<file path="config.mk">
export PLATFORM = sky130hd
export DESIGN_NAME = mcu_ao_ctrl
export DESIGN_NICKNAME = d
export VERILOG_FILES = /design/src/mcu_pkg.sv /design/src/mcu_ao_ctrl.sv /design/src/reset_ctrl.sv /design/src/irq_router.sv /design/src/power_manager.sv /design/src/power_domain_fsm.sv
export SDC_FILE = /design/constraint.sdc
export NUM_CORES = 1
export LEC_CHECK = 0
export BUFFER_PORTS_ARGS = -buffer_cell sky130_fd_sc_hd__buf_2
export CAP_MARGIN = 5
export CORE_MARGIN = 2
export CORE_UTILIZATION = 40
export CTS_BUF_LIST = sky130_fd_sc_hd__clkbuf_16
export CTS_CLUSTER_SIZE = 16
export DETAILED_ROUTE_END_ITERATION = 12
export PLACE_DENSITY = 0.76
export SYNTH_ARGS = -nofsm -noshare
export SYNTH_HDL_FRONTEND = slang
export SYNTH_SLANG_ARGS = --single-unit
export TNS_END_PERCENT = 50
</file>
<file path="constraint.sdc">
create_clock -name clk_i -period 2.9 [get_ports clk_i]
set_clock_uncertainty 0.05 [all_clocks]
set_input_delay 0.725 -clock clk_i [delete_from_list [all_inputs] [get_ports clk_i]]
set_output_delay 0.725 -clock clk_i [all_outputs]
set_load 0.05 [all_outputs]
</file>
<file path="src/mcu_pkg.sv">
/*
  Shared constants, state and struct types for the always-on controller.
  Other files refer to these by scoped names.
*/
package mcu_pkg;

  localparam int NUM_BANKS = 2;
  localparam int NUM_GPIO_AO = 8;
  localparam int IRQ_W = 32;

  // core interrupt vector layout
  localparam int IRQ_SOFTWARE_BIT = 3;
  localparam int IRQ_TIMER0_BIT = 7;
  localparam int IRQ_EXTERNAL_BIT = 11;
  localparam int IRQ_FAST_BASE = 16;

  localparam int RST_SYNC_STAGES = 2;

  // power domain sequencer states
  typedef enum logic [3:0] {
    ON,
    CLK_OFF,
    ISO_ON,
    RST_ON,
    SWITCH_OFF,
    OFF,
    SWITCH_ON,
    ISO_OFF,
    RST_OFF,
    RET
  } pwr_state_e;

  // all controls active low
  typedef struct packed {
    logic pwrgate_en_n;
    logic isogate_en_n;
    logic rst_n;
    logic clkgate_en_n;
    logic retentive_en_n;
  } pwr_ctrl_out_t;

  typedef struct packed {
    logic pwrgate_ack_n;
  } pwr_ctrl_in_t;

  typedef struct packed {
    logic                 cpu_sleep_en;
    logic                 periph_off;
    logic [NUM_BANKS-1:0] bank_off;
    logic [NUM_BANKS-1:0] bank_ret;
  } pwr_cfg_t;

  typedef struct packed {
    logic       software;
    logic       external;
    logic [3:0] timer;
    logic       dma_done;
    logic       spi;
    logic       spi_flash;
  } irq_src_t;

endpackage
</file>
<file path="src/mcu_ao_ctrl.sv">
/*
  Always-on control slice of the microcontroller: resets, interrupt vector
  and power sequencing. Connects the controller blocks only.
*/
`timescale 1ns/1ps

module mcu_ao_ctrl (
  input  logic                                           clk_i,
  input  logic                                           rst_n_i,
  input  logic                                           debug_ndmreset_n_i,
  input  logic                                           core_sleep_i,
  input  mcu_pkg::pwr_cfg_t                              pwr_cfg_i,
  input  mcu_pkg::irq_src_t                              irq_src_i,
  input  logic [mcu_pkg::NUM_GPIO_AO-1:0]                gpio_ao_i,
  input  logic [mcu_pkg::NUM_GPIO_AO-1:0]                gpio_irq_clr_i,
  output mcu_pkg::pwr_ctrl_out_t                         cpu_pwr_o,
  output mcu_pkg::pwr_ctrl_out_t                         periph_pwr_o,
  output mcu_pkg::pwr_ctrl_out_t [mcu_pkg::NUM_BANKS-1:0] bank_pwr_o,
  input  mcu_pkg::pwr_ctrl_in_t                          cpu_ack_i,
  input  mcu_pkg::pwr_ctrl_in_t                          periph_ack_i,
  input  mcu_pkg::pwr_ctrl_in_t  [mcu_pkg::NUM_BANKS-1:0] bank_ack_i,
  output logic [mcu_pkg::IRQ_W-1:0]                      irq_o,
  output logic                                           cpu_rst_no,
  output logic                                           periph_rst_no,
  output logic                                           ext_debug_rst_no
);

  logic ao_rst_n;

  reset_ctrl rst_i (
    .clk_i,
    .rst_n_i,
    .debug_ndmreset_n_i,
    .cpu_dom_rst_n_i   (cpu_pwr_o.rst_n),
    .periph_dom_rst_n_i(periph_pwr_o.rst_n),
    .ao_rst_no         (ao_rst_n),
    .cpu_rst_no,
    .periph_rst_no,
    .ext_debug_rst_no
  );

  irq_router irq_i (
    .clk_i,
    .rst_n_i(ao_rst_n),
    .irq_src_i,
    .gpio_ao_i,
    .gpio_irq_clr_i,
    .irq_o
  );

  // the registered vector doubles as the wake-up source
  power_manager pwr_i (
    .clk_i,
    .rst_n_i      (ao_rst_n),
    .cfg_i        (pwr_cfg_i),
    .core_sleep_i,
    .irq_pending_i(irq_o),
    .cpu_ack_i,
    .periph_ack_i,
    .bank_ack_i,
    .cpu_pwr_o,
    .periph_pwr_o,
    .bank_pwr_o
  );

endmodule

</file>
<file path="src/reset_ctrl.sv">
/*
  Synchronizes the external reset and merges it with the debug-module reset
  and the per-domain resets from the power manager.
*/
`timescale 1ns/1ps

module reset_ctrl (
  input  logic clk_i,
  input  logic rst_n_i,
  input  logic debug_ndmreset_n_i,
  input  logic cpu_dom_rst_n_i,
  input  logic periph_dom_rst_n_i,
  output logic ao_rst_no,
  output logic cpu_rst_no,
  output logic periph_rst_no,
  output logic ext_debug_rst_no
);

  logic [mcu_pkg::RST_SYNC_STAGES-1:0] rst_sync_q;

  // asserts asynchronously, releases after the chain fills
  always_ff @(posedge clk_i or negedge rst_n_i) begin
    if (!rst_n_i) begin
      rst_sync_q <= '0;
    end else begin
      rst_sync_q <= {rst_sync_q[mcu_pkg::RST_SYNC_STAGES-2:0], 1'b1};
    end
  end

  assign ao_rst_no        = rst_sync_q[mcu_pkg::RST_SYNC_STAGES-1];
  assign ext_debug_rst_no = ao_rst_no & debug_ndmreset_n_i;
  assign cpu_rst_no       = ext_debug_rst_no & cpu_dom_rst_n_i;
  assign periph_rst_no    = ext_debug_rst_no & periph_dom_rst_n_i;

endmodule

</file>
<file path="src/irq_router.sv">
/*
  Builds the registered core interrupt vector, fast field included.
  Always-on GPIO rising edges set sticky pending bits until cleared.
*/
`timescale 1ns/1ps

module irq_router (
  input  logic                            clk_i,
  input  logic                            rst_n_i,
  input  mcu_pkg::irq_src_t               irq_src_i,
  input  logic [mcu_pkg::NUM_GPIO_AO-1:0] gpio_ao_i,
  input  logic [mcu_pkg::NUM_GPIO_AO-1:0] gpio_irq_clr_i,
  output logic [mcu_pkg::IRQ_W-1:0]       irq_o
);

  logic [mcu_pkg::NUM_GPIO_AO-1:0] gpio_meta_q;
  logic [mcu_pkg::NUM_GPIO_AO-1:0] gpio_sync_q;
  logic [mcu_pkg::NUM_GPIO_AO-1:0] gpio_prev_q;
  logic [mcu_pkg::NUM_GPIO_AO-1:0] gpio_rise;
  logic [mcu_pkg::NUM_GPIO_AO-1:0] gpio_pend_q;
  logic [mcu_pkg::IRQ_W-1:0]       irq_vec;

  assign gpio_rise = gpio_sync_q & ~gpio_prev_q;

  // two-flop synchronizer, then edge detect
  always_ff @(posedge clk_i or negedge rst_n_i) begin
    if (!rst_n_i) begin
      gpio_meta_q <= '0;
      gpio_sync_q <= '0;
      gpio_prev_q <= '0;
    end else begin
      gpio_meta_q <= gpio_ao_i;
      gpio_sync_q <= gpio_meta_q;
      gpio_prev_q <= gpio_sync_q;
    end
  end

  // set beats clear in the same cycle
  always_ff @(posedge clk_i or negedge rst_n_i) begin
    if (!rst_n_i) begin
      gpio_pend_q <= '0;
    end else begin
      gpio_pend_q <= (gpio_pend_q & ~gpio_irq_clr_i) | gpio_rise;
    end
  end

  always_comb begin
    irq_vec = '0;
    irq_vec[mcu_pkg::IRQ_SOFTWARE_BIT] = irq_src_i.software;
    irq_vec[mcu_pkg::IRQ_TIMER0_BIT]   = irq_src_i.timer[0];
    irq_vec[mcu_pkg::IRQ_EXTERNAL_BIT] = irq_src_i.external;
    irq_vec[mcu_pkg::IRQ_FAST_BASE +: 3] = irq_src_i.timer[3:1];
    irq_vec[mcu_pkg::IRQ_FAST_BASE + 3]  = irq_src_i.dma_done;
    irq_vec[mcu_pkg::IRQ_FAST_BASE + 4]  = irq_src_i.spi;
    irq_vec[mcu_pkg::IRQ_FAST_BASE + 5]  = irq_src_i.spi_flash;
    irq_vec[mcu_pkg::IRQ_FAST_BASE + 6 +: mcu_pkg::NUM_GPIO_AO] = gpio_pend_q;
  end

  always_ff @(posedge clk_i or negedge rst_n_i) begin
    if (!rst_n_i) begin
      irq_o <= '0;
    end else begin
      irq_o <= irq_vec;
    end
  end

  // unmapped vector positions never fire
  a_reserved_zero: assert property (@(posedge clk_i) disable iff (!rst_n_i)
    (irq_o[mcu_pkg::IRQ_SOFTWARE_BIT-1:0] == '0) &&
    (irq_o[mcu_pkg::IRQ_TIMER0_BIT-1:mcu_pkg::IRQ_SOFTWARE_BIT+1] == '0) &&
    (irq_o[mcu_pkg::IRQ_EXTERNAL_BIT-1:mcu_pkg::IRQ_TIMER0_BIT+1] == '0) &&
    (irq_o[mcu_pkg::IRQ_FAST_BASE-1:mcu_pkg::IRQ_EXTERNAL_BIT+1] == '0) &&
    (irq_o[mcu_pkg::IRQ_W-1:mcu_pkg::IRQ_FAST_BASE+6+mcu_pkg::NUM_GPIO_AO] == '0));

endmodule

</file>
<file path="src/power_manager.sv">
/*
  Power manager: one sequencer per CPU, peripheral and memory bank domain.
  Puts the CPU domain to sleep on request and wakes it on any interrupt.
*/
`timescale 1ns/1ps

module power_manager (
  input  logic                                           clk_i,
  input  logic                                           rst_n_i,
  input  mcu_pkg::pwr_cfg_t                              cfg_i,
  input  logic                                           core_sleep_i,
  input  logic [mcu_pkg::IRQ_W-1:0]                      irq_pending_i,
  input  mcu_pkg::pwr_ctrl_in_t                          cpu_ack_i,
  input  mcu_pkg::pwr_ctrl_in_t                          periph_ack_i,
  input  mcu_pkg::pwr_ctrl_in_t  [mcu_pkg::NUM_BANKS-1:0] bank_ack_i,
  output mcu_pkg::pwr_ctrl_out_t                         cpu_pwr_o,
  output mcu_pkg::pwr_ctrl_out_t                         periph_pwr_o,
  output mcu_pkg::pwr_ctrl_out_t [mcu_pkg::NUM_BANKS-1:0] bank_pwr_o
);

  logic cpu_sleep_q;
  logic irq_any;

  assign irq_any = |irq_pending_i;

  // wake has priority over a new sleep request
  always_ff @(posedge clk_i or negedge rst_n_i) begin
    if (!rst_n_i) begin
      cpu_sleep_q <= 1'b0;
    end else if (irq_any) begin
      cpu_sleep_q <= 1'b0;
    end else if (cfg_i.cpu_sleep_en && core_sleep_i) begin
      cpu_sleep_q <= 1'b1;
    end
  end

  power_domain_fsm #(
    .HAS_RETENTION(1'b0)
  ) cpu_domain_i (
    .clk_i,
    .rst_n_i,
    .down_req_i(cpu_sleep_q),
    .ret_req_i (1'b0),
    .pwr_i     (cpu_ack_i),
    .pwr_o     (cpu_pwr_o)
  );

  power_domain_fsm #(
    .HAS_RETENTION(1'b0)
  ) periph_domain_i (
    .clk_i,
    .rst_n_i,
    .down_req_i(cfg_i.periph_off),
    .ret_req_i (1'b0),
    .pwr_i     (periph_ack_i),
    .pwr_o     (periph_pwr_o)
  );

  for (genvar i = 0; i < mcu_pkg::NUM_BANKS; i++) begin : g_bank
    power_domain_fsm #(
      .HAS_RETENTION(1'b1)
    ) bank_domain_i (
      .clk_i,
      .rst_n_i,
      .down_req_i(cfg_i.bank_off[i]),
      .ret_req_i (cfg_i.bank_ret[i]),
      .pwr_i     (bank_ack_i[i]),
      .pwr_o     (bank_pwr_o[i])
    );
  end

endmodule

</file>
<file path="src/power_domain_fsm.sv">
/*
  Sequencer for one power domain: clock gate, isolation, reset and switch,
  with an optional retention mode for memory banks.
*/
`timescale 1ns/1ps

module power_domain_fsm #(
  parameter bit HAS_RETENTION = 1'b0
) (
  input  logic                   clk_i,
  input  logic                   rst_n_i,
  input  logic                   down_req_i,
  input  logic                   ret_req_i,
  input  mcu_pkg::pwr_ctrl_in_t  pwr_i,
  output mcu_pkg::pwr_ctrl_out_t pwr_o
);

  mcu_pkg::pwr_state_e state_q;
  mcu_pkg::pwr_state_e state_d;
  logic                ret_en;

  assign ret_en = HAS_RETENTION && ret_req_i;

  always_ff @(posedge clk_i or negedge rst_n_i) begin
    if (!rst_n_i) begin
      state_q <= mcu_pkg::ON;
    end else begin
      state_q <= state_d;
    end
  end

  // down request wins over retention in ON
  always_comb begin
    state_d = state_q;
    case (state_q)
      mcu_pkg::ON: begin
        if (down_req_i) begin
          state_d = mcu_pkg::CLK_OFF;
        end else if (ret_en) begin
          state_d = mcu_pkg::RET;
        end
      end
      mcu_pkg::CLK_OFF: state_d = mcu_pkg::ISO_ON;
      mcu_pkg::ISO_ON: state_d = mcu_pkg::RST_ON;
      mcu_pkg::RST_ON: state_d = mcu_pkg::SWITCH_OFF;
      mcu_pkg::SWITCH_OFF: begin
        if (!pwr_i.pwrgate_ack_n) state_d = mcu_pkg::OFF;
      end
      mcu_pkg::OFF: begin
        if (!down_req_i) state_d = mcu_pkg::SWITCH_ON;
      end
      mcu_pkg::SWITCH_ON: begin
        if (pwr_i.pwrgate_ack_n) state_d = mcu_pkg::ISO_OFF;
      end
      mcu_pkg::ISO_OFF: state_d = mcu_pkg::RST_OFF;
      mcu_pkg::RST_OFF: state_d = mcu_pkg::ON;
      mcu_pkg::RET: begin
        if (!ret_en) state_d = mcu_pkg::ON;
      end
      default: state_d = mcu_pkg::ON;
    endcase
  end

  // moore decode, controls released in reverse order on the way up
  always_comb begin
    pwr_o = '1;
    case (state_q)
      mcu_pkg::CLK_OFF: begin
        pwr_o.clkgate_en_n = 1'b0;
      end
      mcu_pkg::ISO_ON: begin
        pwr_o.clkgate_en_n = 1'b0;
        pwr_o.isogate_en_n = 1'b0;
      end
      mcu_pkg::RST_ON, mcu_pkg::SWITCH_ON: begin
        pwr_o.clkgate_en_n = 1'b0;
        pwr_o.isogate_en_n = 1'b0;
        pwr_o.rst_n        = 1'b0;
      end
      mcu_pkg::SWITCH_OFF, mcu_pkg::OFF: begin
        pwr_o.clkgate_en_n = 1'b0;
        pwr_o.isogate_en_n = 1'b0;
        pwr_o.rst_n        = 1'b0;
        pwr_o.pwrgate_en_n = 1'b0;
      end
      mcu_pkg::ISO_OFF: begin
        pwr_o.clkgate_en_n = 1'b0;
        pwr_o.rst_n        = 1'b0;
      end
      mcu_pkg::RST_OFF: begin
        pwr_o.clkgate_en_n = 1'b0;
      end
      mcu_pkg::RET: begin
        pwr_o.clkgate_en_n   = 1'b0;
        pwr_o.retentive_en_n = 1'b0;
      end
      default: pwr_o = '1;
    endcase
  end

  // a switched-off domain must already be isolated and held in reset
  a_switch_iso_rst: assert property (@(posedge clk_i) disable iff (!rst_n_i)
    !pwr_o.pwrgate_en_n |-> (!pwr_o.isogate_en_n && !pwr_o.rst_n));

  if (!HAS_RETENTION) begin : g_no_ret
    a_no_retention: assert property (@(posedge clk_i) disable iff (!rst_n_i)
      pwr_o.retentive_en_n);
  end

endmodule

</file>
-- Yosys cells after proc, flatten, opt, wreduce, memory -nomap -nowiden
Cells that the tools add are included.
- equal/unequal tests: 54
- mux-type cells: 46
- bitwise logic cells: 8
- reduce and logical (&&, ||, !) cells: 27
- operator list (operator ; number):
    two-way mux 4 bit ; 20
    one-hot mux 4 bit (9 select lines) ; 2
    == test 4 x 3 -> 1 bit, second input constant ; 16
    one-hot mux 4 bit (8 select lines) ; 2
    OR reduction 5 bit ; 8
    OR reduction 9 bit ; 4
    == test 4 x 2 -> 1 bit, second input constant ; 8
    == test 4 bit, second input constant ; 8
    != test 2 bit, second input constant ; 15
    two-way mux 1 bit ; 22
    OR reduction 17 bit ; 1
    bitwise AND 8 bit ; 2
    == test 4 x 1 -> 1 bit, second input constant ; 4
    zero test 4 bit ; 4
    inverter 8 bit ; 2
    AND reduction 5 bit ; 2
    OR 8 bit ; 1
    AND reduction 4 bit ; 2
    OR reduction 2 bit ; 4
    != test 3 bit, second input constant ; 2
    bitwise AND 1 bit ; 3
    != test 2 x 1 -> 1 bit, second input constant ; 1
    nonzero test 2 bit ; 1
    logical AND 1 bit ; 1
- register bits after elaboration: 68
- output and inout port bits: 55
- word-level logic and storage cells: 146

-- Longest topological paths before layout
Gate-level depths: netlist of the first run.
- word-level depth: 4
- depth in mapped cells: 5

-- Modules after synthesis
From an unflattened synthesis of the first run, not the netlist that was laid out.
- cells, all modules: 245
- area total of the unflattened synthesis: 2866.5 sq um
- modules (own cells, without submodules) (module ; instances ; cells an instance ; area an instance (sq um) ; sequential area each (sq um)):
    irq_router ; 1 ; 89 ; 1502.7 ; 1226.2
    power_domain_fsm at pwr_i.g_bank[1].bank_domain_i ; 1 ; 37 ; 326.6 ; 100.1
    power_domain_fsm at pwr_i.g_bank[0].bank_domain_i ; 1 ; 37 ; 306.5 ; 100.1
    power_domain_fsm at pwr_i.periph_domain_i ; 1 ; 29 ; 271.5 ; 100.1
    power_domain_fsm at pwr_i.cpu_domain_i ; 1 ; 32 ; 269.0 ; 100.1
    power_manager ; 1 ; 15 ; 116.4 ; 25.0
    reset_ctrl ; 1 ; 6 ; 73.8 ; 50.0

-- Worst setup path before layout of the first run
OpenSTA, ideal clock, no wires.
- path kind: register to output
- start point: reg rst_i.rst_sync_q[1] (netlist name)
- end point: out cpu_rst_no
- data arrival time: 2.748 ns
- data required time: 2.125 ns
- slack: -0.623 ns
- cell stages (with the launch flop): 4
- cell sequence: dfrtp_1 > nand2_1 > inv_1 > and2_1
- longest elaborated chain between the ends: 2
- ends and longest elaborated chain (what ; RTL line ; source):
    start: declaration ; reset_ctrl.sv:19 ; logic [mcu_pkg::RST_SYNC_STAGES-1:0] rst_sync_q;
    start signal: assignment ; reset_ctrl.sv:26 ; rst_sync_q <= {rst_sync_q[mcu_pkg::RST_SYNC_STAGES-2:0], 1'b1};
    bitwise AND 1 bit ; reset_ctrl.sv:31 ; assign ext_debug_rst_no = ao_rst_no & debug_ndmreset_n_i;
    named net ext_debug_rst_no ; mcu_ao_ctrl.sv:25 ; output logic ext_debug_rst_no
    bitwise AND 1 bit ; reset_ctrl.sv:32 ; assign cpu_rst_no = ext_debug_rst_no & cpu_dom_rst_n_i;
    end: declaration ; mcu_ao_ctrl.sv:23 ; output logic cpu_rst_no,
The timed path passes the listed nets, and every way through them passes these cells.

==> metrics.yaml, run 1 <==
drc: 8
rsz0062_at_grt: "false"
worst_slack_ns: 0.496
cts_resized: 0
final_common_cell: "buf_2"
fin_cells: 392
violations: "design-rule violations"
grt-ovfl-total: 0
place_congestion: 0.869
timing.final.crit_share_pct: 82.9
wl_per_cell_um: 12.3
setup_violations: 0
yosys_warnings: 0
dpl.hpwl_um: 3480
ant_nets: 0
io_buffers: 78
route.vias.total: 1829
post-place-cells: 376
cts_sinks: 68
cts_max_level: 3
vias_per_cell: 4.67
min_period_ns: 2.40
cp.required_ns: 2.12
antenna_found_initial: 0
syn_avg_cell_area_um2: 11.5
critPathMaxFanout: 8
p_per_area_nw_per_um2: 1180
initial_core_util_pct: 41.8
cellLeakagePower_uw: 0.00167
syn-cell-area_um2: 2680
pin_count: 94
core_area_um2: 6420
cts_setup_buffers: 0
relSlewSlack_pct: 47.3
crit_type: "flip-flop to output pin"
grt_pass1_vias: 1633
seqCellArea_um2: 1700
hp-class: "input port to async pin"
endpoint_kind: "output pin"
drive_gt1_share_pct: 32.7
die_area_um2: 7380
critPathSlowestCell: "dfrtp_1"
whs_ns: 0.134
grt_max_degree: 67
yosys_register_bits: 68
rows: 29
rr_worst_depth: 3
grt_pass1_wl_um: 7620
ff2ff_setup_slack_ns: 1.55
synthFlopType: "dfrtp_1"
synthCells: 234
synth-async-reset-ratio_pct: 100
start_kind: "flip-flop"
n_antenna_cell: 0
final_cell_mix: "78 x buf_2, 67 x dfrtp_1, 20 x nor2_1, 18 x inv_1, 18 x nand2_1"
multiInputGateArea_um2: 786
crit_family: "flip-flops"
die_h_um: 85.9
max-cap-violations: 0
die_w_um: 85.9
outcome: "complete, but fails checks"
synth_edf_count: 0
hold_violations: 0
synth_seq_area_share_pct: 63.4
clkLatencyLatePin_ns: 0.31
wl_um: 4800
fin_nets: 349
slowest_delay_ns: 0.46
ir_worst_vdd_mv: 0.684
cts.hold.buffers_added: 0
pre_cts_slack_ns: 0.828
power.total_uw: 3950
setup_tns_ns: 0
clk_path_buf_depth: 2
cp_num_buf_inv: 1
worstMarginPinSlew_ns: 0.791
drt_iter0_drc: 71
cts_tree: "done"
clkTransAtPathRegs_ns: 0.05
regToRegEndpoint: "pwr_i.g_bank[1].bank_domain_i.state_q[3]"
crit_chain: "nor2_1 > mux2_2 > buf_2"
ys_types: 38
syn_to_final_growth_pct: 25.1
max_freq_ghz: 0.416
drtPass1Iterations: 11
r2r_start: "pwr_i.g_bank[1].bank_domain_i.state_q[3]"
cts-buffers-inserted: 9
grt.total_usage_pct: 13.6
slew_viol_final: 0
worstPathArrival_ns: 1.63
fillers: 577
root_buffer: "clkbuf_16"
[how the worst max path moves through the flow]
stage	cells after the start	slack (ns)	to	start
global route	3	0.36	bank_pwr_o[1]	pwr_i.g_bank[0].bank_domain_i.state_q[2]
global placement	5	0.87	cpu_rst_no	debug_ndmreset_n_i
floorplan	3	0.04	cpu_rst_no	rst_i.rst_sync_q[1]
CTS	3	0.48	bank_pwr_o[1]	pwr_i.g_bank[0].bank_domain_i.state_q[2]
detailed placement	3	0.83	bank_pwr_o[1]	pwr_i.g_bank[0].bank_domain_i.state_q[2]
finish	3	0.50	bank_pwr_o[1]	pwr_i.g_bank[0].bank_domain_i.state_q[2]
[state kept, by name, indices dropped and copies added, names as in the netlist]
name,flops
irq_i.irq_o,17
irq_i.gpio_meta_q,8
irq_i.gpio_pend_q,8
irq_i.gpio_prev_q,8
irq_i.gpio_sync_q,8
pwr_i.g_bank.bank_domain_i.state_q,8
pwr_i.cpu_domain_i.state_q,4
pwr_i.periph_domain_i.state_q,4
rst_i.rst_sync_q,2
pwr_i.cpu_sleep_q,1
[per-layer routing]
metal | wire length [um] | global-route usage (%) | share of wire, %
met5 | 0 | 0 | 0
met4 | 82 | 7.36 | 1.7
met3 | 266 | 3.66 | 5.5
met2 | 2340 | 20.6 | 49
met1 | 2110 | 17.7 | 44
[cell type report]
| cell class | count | share of cell area, % |
|---|---|---|
| repair buffers | 79 | 11.9 |
| well taps | 77 | 2.87 |
| inverters | 18 | 2.01 |
| clock inverters | 7 | 2.42 |
| clock buffers | 9 | 6.71 |
| flip-flops and latches | 68 | 50.7 |
| multi-input cells | 134 | 23.4 |
[synthesized netlist by cell type, types with 3 or more instances]
| master | instances | area [um^2] |
|---|---|---|
| buf_2 | 7 | 35.0 |
| o22ai_1 | 8 | 50.1 |
| nand2b_1 | 3 | 18.8 |
| nand3_1 | 6 | 30.0 |
| inv_1 | 18 | 67.6 |
| and2_1 | 5 | 31.3 |
| nor4_1 | 3 | 18.8 |
| o2bb2ai_1 | 3 | 26.3 |
| a21oi_1 | 6 | 30.0 |
| o21ai_0 | 5 | 25.0 |
| a211o_1 | 3 | 26.3 |
| nand2_1 | 18 | 67.6 |
| buf_4 | 17 | 128 |
| nor2_1 | 20 | 75.1 |
| dfrtp_1 | 68 | 1700 |
| mux2_2 | 6 | 67.6 |
| o21bai_1 | 3 | 22.5 |
| xnor2_1 | 4 | 35.0 |
[stage by stage]
step	area, um^2	util (%)
after floorplan	2740	-
after detailed placement	3050	47.5
after global placement	3050	47.5
final	3360	52.3
after global routing	3360	52.3
after CTS	3360	52.3
[kinds of logic after synthesis]
logic type | after synthesis | share of synthesized area [%]
flip-flops | 68 | 63.4
AO/OA/AOI/OAI | 34 | 8.58
AND/OR/NAND/NOR | 71 | 13.6
XOR/XNOR | 5 | 1.63
buffers and inverters | 46 | 9.23
multiplexers | 8 | 3.26
other | 2 | 0.280
[where the power goes]
group	total [uW]	leakage [uW]	switching (uW)	internal [uW]
sequential	1330	0.000816	229	1100
clock	1100	0.000152	359	739
combinational	1520	0.000707	1060	464
Power figures use the tool's default switching activity.
==> inputs of run 2 (changes only) <==
- ABC_AREA: unset -> 1
- PLACE_DENSITY: 0.76 -> 0.73
- clock period: 2.9 -> 2.4 ns (I/O delays scaled with it)
==> run 2 against run 1 <==
The flow now finishes without violations. Routed wire length grew 4.1%. Sequential power up 15%. Sequential cell count did not move. Critical path depth rose by 2. Utilization rose by 0.077 points. Count of clock-buffer cells in the layout is the same. Via count increased by 17%. Power is 25% higher. Clock power rose by 28%. Global-route usage grew 0.69 points. Non-clock buffer count rose by 1. Critical path type unchanged. Highest routed layer unchanged.
==> metrics.yaml, run 2 <==
clkTransAtPathRegs_ns: 0.06
io_buffers: 78
die_area_um2: 7550
endpoint_kind: "output pin"
ys_types: 27
worst_slack_ns: 0.243
syn_avg_cell_area_um2: 9.54
final_cell_mix: "78 x buf_2, 67 x dfrtp_1, 47 x nand2_1, 40 x inv_1, 38 x nor2_1"
dpl.hpwl_um: 3680
grt_pass1_vias: 1933
rsz0062_at_grt: "false"
hold_start: "irq_i.gpio_meta_q[1]"
placed_area_um2: 3180
r2r_start: "pwr_i.cpu_domain_i.state_q[3]"
cts-buffers-inserted: 9
fin_nets: 415
synth-async-reset-ratio_pct: 100
ir_worst_vdd_mv: 1.02
start_kind: "flip-flop"
die_w_um: 86.9
place_congestion: 0.900
syn-cell-area_um2: 2750
final_common_cell: "buf_2"
ys_top_cells_by_area: "dfrtp_1 62%, nand2_1 6.4%, inv_1 5.5%, nor2_1 5.3%, buf_4 4.6%"
largest-register: "irq_i.irq_o"
slowest_delay_ns: 0.46
synthFlopType: "dfrtp_1"
power.total_uw: 4920
initial_core_util_pct: 40.9
wl_per_cell_um: 10.8
fin_cells: 461
setup_violations: 0
cts.hold.buffers_added: 1
rows: 30
yosys_register_bits: 68
crit_chain: "nor2_1 > inv_1 > a21oi_2 > nor2_2 > buf_2"
pin_count: 94
synth_edf_count: 0
synth.most_common_cell: "dfrtp_1"
core_area_um2: 6720
cts_tree: "done"
cts_resized: 0
fillers: 613
largest_reg_flops: 17
cp.required_ns: 1.75
grt_pass1_wl_um: 8340
crit_type: "flip-flop to output pin"
hold_violations: 0
hp-class: "flip-flop to flip-flop"
ant_nets: 0
route.vias.total: 2133
ff2ff_setup_slack_ns: 1.15
clk_path_buf_depth: 2
yosys_warnings: 0
timing.final.crit_share_pct: 89.9
worstMarginPinSlew_ns: 0.805
cellLeakagePower_uw: 0.00187
slew_viol_final: 0
die_h_um: 86.9
hold_depth: 0
synthCells: 288
drive_gt1_share_pct: 29.7
n_antenna_cell: 0
max_freq_ghz: 0.464
min_to: "irq_i.gpio_sync_q[1]"
worstPathArrival_ns: 1.51
synth.largest_area_cell: "dfrtp_1"
post-place-cells: 444
cp_num_buf_inv: 2
outcome: "finished clean"
min_period_ns: 2.16
fin_util_pct: 52.3
grt-ovfl-total: 0
root_buffer: "clkbuf_16"
grt.total_usage_pct: 14.2
synth_seq_area_share_pct: 61.9
regToRegEndpoint: "pwr_i.cpu_domain_i.state_q[0]"
clkLatencyLatePin_ns: 0.32
max-cap-violations: 0
wl_um: 5000
critPathMaxFanout: 7
antenna_found_initial: 0
drt_iter0_drc: 93
fin_area_um2: 3520
syn_to_final_growth_pct: 27.9
p_per_area_nw_per_um2: 1400
cts_sinks: 68
drc: 0
relSlewSlack_pct: 46.3
synth_top_area_share_pct: 61.9
rr_worst_depth: 6
vias_per_cell: 4.63
cts_setup_buffers: 0
pre_cts_slack_ns: 0.572
critPathSlowestCell: "dfrtp_1"
crit_family: "flip-flops"
drtPass1Iterations: 4
synthTopCellsByCount: "68 x dfrtp_1, 47 x nand2_1, 40 x inv_1"
grt_max_degree: 67
cts_max_level: 3
-- run 2: metrics by stage --
step / TNS, ns / hold WS (ns)
detailed placement: 0 / 0.285
CTS: 0 / 0.293
global route: 0 / 0.304
global placement: 0 / 0.281
floorplan: -0.00363 / 0.254
finish: 0 / 0.294
-- run 2: how the worst max path moves through the flow --
stage	start	end	slack, ns	depth (start not counted)
final	pwr_i.g_bank[1].bank_domain_i.state_q[3]	bank_pwr_o[8]	0.24	5
after global routing	pwr_i.cpu_domain_i.state_q[3]	cpu_pwr_o[3]	0.11	5
after CTS	pwr_i.g_bank[1].bank_domain_i.state_q[3]	bank_pwr_o[8]	0.23	5
after detailed placement	debug_ndmreset_n_i	periph_rst_no	0.57	4
after global placement	debug_ndmreset_n_i	periph_rst_no	0.58	4
after floorplan	rst_i.rst_sync_q[1]	cpu_rst_no	-0.004	2
-- run 2: layer usage --
metal  GRT usage [%]  share of wire, %  up-vias
met4            6.11               1.3        0
met5               0                 0        -
met1            18.5                45      986
li1                -                 -     1068
met2            22.1                48       71
met3            4.45               5.8        8
-- run 2: kinds of logic after synthesis --
logic type	after synthesis	share of synthesized area [%]
other	2	0.273
flip-flops	68	61.9
buffers and inverters	62	10.8
AND/OR/NAND/NOR	130	21.2
AO/OA/AOI/OAI	26	5.87
-- run 2: final cells by class --
class	count	area (um^2)	area share, %
timing repair buffer	80	408	11.6
tap	80	100	2.85
clock buffer	9	225	6.40
clock inverter	7	98.8	2.81
multi-input combinational	172	811	23.1
sequential	68	1710	48.5
inverter	45	169	4.80
-- run 2: power breakdown --
part	leakage [uW]	internal [uW]	switching, uW
Sequential	0.000816	1320	207
Clock	0.000158	916	491
Combinational	0.000898	499	1480
Total	0.00187	2740	2180
-- run 2: worst register-to-register path: cells and delay by family, from the launching register on --
kind                   cells  cell delay [ns]
buffers and inverters      1             0.11
DFF                        1             0.42
and+or+nand+nor            5             0.55
==> inputs of run 3 (changes only) <==
- BUFFER_PORTS_ARGS: -buffer_cell sky130_fd_sc_hd__buf_2 -> unset
- DONT_BUFFER_PORTS: unset -> 1
- PLACE_DENSITY: 0.73 -> 0.61
==> run 3 against run 2 <==
Clock power decreased by 22%. Die area unchanged. Critical path type unchanged. Final cell count decreased by 14%. Critical path depth increased by 1.
==> metrics.yaml, run 3 (synthesized netlist as in run 2, its figures left out) <==
dr_wl_met3_um: 380
io_buffers: 0
cp_num_buf_inv: 2
clkTransAtPathRegs_ns: 0.06
fin_cells: 397
rows: 30
p_sw_uw: 2110
intPower_uw: 2530
outcome: "finished clean"
top_layer: "met4"
drt_iter0_drc: 80
r2r_start: "irq_i.irq_o[26]"
initial_core_util_pct: 40.9
die_area_um2: 7550
slew_viol_final: 0
grt_pass1_wl_um: 7840
switching_share_pct: 45.4
power_frac_comb_pct: 41.6
root_buffer: "clkbuf_16"
met2WireLength_um: 2410
cts_sinks: 68
relSlewSlack_pct: 46.2
max-cap-violations: 0
dpl.hpwl_um: 3650
crit_chain: "nand2_1 > inv_1 > nand2_1 > o21ai_0 > a21oi_1 > buf_4"
clkPwrFrac_pct: 23.6
ir_worst_vdd_mv: 0.865
wl_per_cell_um: 12.4
syn_to_final_growth_pct: 15.6
drtPass1Iterations: 5
hold_start: "irq_src_i[4]"
grt_max_degree: 67
critPathMaxFanout: 7
fin_util_pct: 47.3
antenna_found_initial: 0
place_congestion: 0.923
crit_type: "flip-flop to output pin"
ff2ff_setup_slack_ns: 1.08
rr_worst_depth: 5
ant_nets: 0
clkLatencyLatePin_ns: 0.31
grt-ovfl-total: 0
die_h_um: 86.9
cellLeakagePower_uw: 0.00162
grt.total_usage_pct: 13.7
hp-class: "input port to flip-flop"
min_period_ns: 2.13
pin_count: 94
max_freq_ghz: 0.470
worstMarginPinSlew_ns: 0.808
vias_per_cell: 4.91
endpoint_kind: "output pin"
n_antenna_cell: 0
cts_setup_buffers: 0
clk_path_buf_depth: 2
hold_depth: 0
p_per_area_nw_per_um2: 1460
critPathSlowestCell: "dfrtp_1"
largest-register: "irq_i.irq_o"
drive_gt1_share_pct: 14.5
post-place-cells: 381
final_common_cell: "dfrtp_1"
hold_violations: 0
regToRegEndpoint: "pwr_i.cpu_sleep_q"
crit_family: "flip-flops"
rsz0062_at_grt: "false"
setup_violations: 0
fillers: 636
cts.hold.buffers_added: 1
cts_tree: "done"
drc: 0
fin_nets: 352
wl_met1_um: 2080
die_w_um: 86.9
final_cell_mix: "67 x dfrtp_1, 47 x nand2_1, 42 x inv_1, 38 x nor2_1, 16 x conb_1"
cts_resized: 0
cp.required_ns: 1.75
largest_reg_flops: 17
worstPathArrival_ns: 1.48
cts-buffers-inserted: 9
route.vias.total: 1948
p_seq_share_pct: 34.8
wl_um: 4920
slowest_delay_ns: 0.45
timing.final.crit_share_pct: 88.6
min_to: "irq_i.irq_o[16]"
grt_pass1_vias: 1762
start_kind: "flip-flop"
cts_max_level: 3
core_area_um2: 6720
cpMostUsedCell: "nand2_1"
run 3: changes by cell type in the layout (fill, tap and decap cells not counted), sizes merged:
cell    change
bufinv      -2
clkinv      +1
buf        -63
run 3: layout make-up:
cell class              count  area (um^2)  area share (%)
clock buffers               9          225            7.09
inverters                  45          169            5.31
flip-flops and latches     68         1710            53.7
well taps                  80          100            3.15
repair buffers             17          143            4.49
multi-input cells         172          811            25.5
clock inverters             6         25.0           0.787
run 3: worst register-to-register path: stages (launching register included):
cell and delay, ns:
dfrtp_1 0.55, nor2_1 0.21, nand2_1 0.08, nor2_1 0.16, nand3_1 0.09, nor2_1 0.10
run 3: how the worst max path moves through the flow:
stage / start / end / depth (start not counted)
after floorplan: rst_i.rst_sync_q[1] / cpu_rst_no / 2
after global placement: pwr_i.g_bank[0].bank_domain_i.state_q[3] / bank_pwr_o[3] / 5
after detailed placement: pwr_i.g_bank[0].bank_domain_i.state_q[0] / bank_pwr_o[3] / 6
after CTS: pwr_i.g_bank[0].bank_domain_i.state_q[0] / bank_pwr_o[3] / 6
after global routing: pwr_i.g_bank[0].bank_domain_i.state_q[0] / bank_pwr_o[3] / 6
final: pwr_i.g_bank[0].bank_domain_i.state_q[0] / bank_pwr_o[3] / 6
run 3: power by group through the flow:
stage | clock network [uW] | logic, uW | registers, uW
finish | 1100 | 1930 | 1610
global route | 1190 | 2100 | 1640
CTS | 1140 | 1940 | 1610
detailed placement | 0 | 1930 | 1630
global placement | 0 | 1920 | 1620
floorplan | 0 | 1580 | 1590
run 3: per-layer routing:
metal,up-vias,global-route usage (%)
li1,936,-
met1,929,16.8
met2,79,21.4
met3,4,5.59
met4,0,5.68
met5,-,0
run 3: per-stage QoR:
step / area [um^2] / hold WS, ns / total power (uW) / TNS (ns) / setup slack (ns)
floorplan: 2810 / 0.254 / 3170 / -0.00363 / -0.00363
global placement: 2920 / 0.255 / 3540 / 0 / 0.646
detailed placement: 2920 / 0.255 / 3560 / 0 / 0.611
CTS: 3180 / 0.247 / 4690 / 0 / 0.262
global route: 3180 / 0.241 / 4930 / 0 / 0.105
finish: 3180 / 0.260 / 4640 / 0 / 0.274
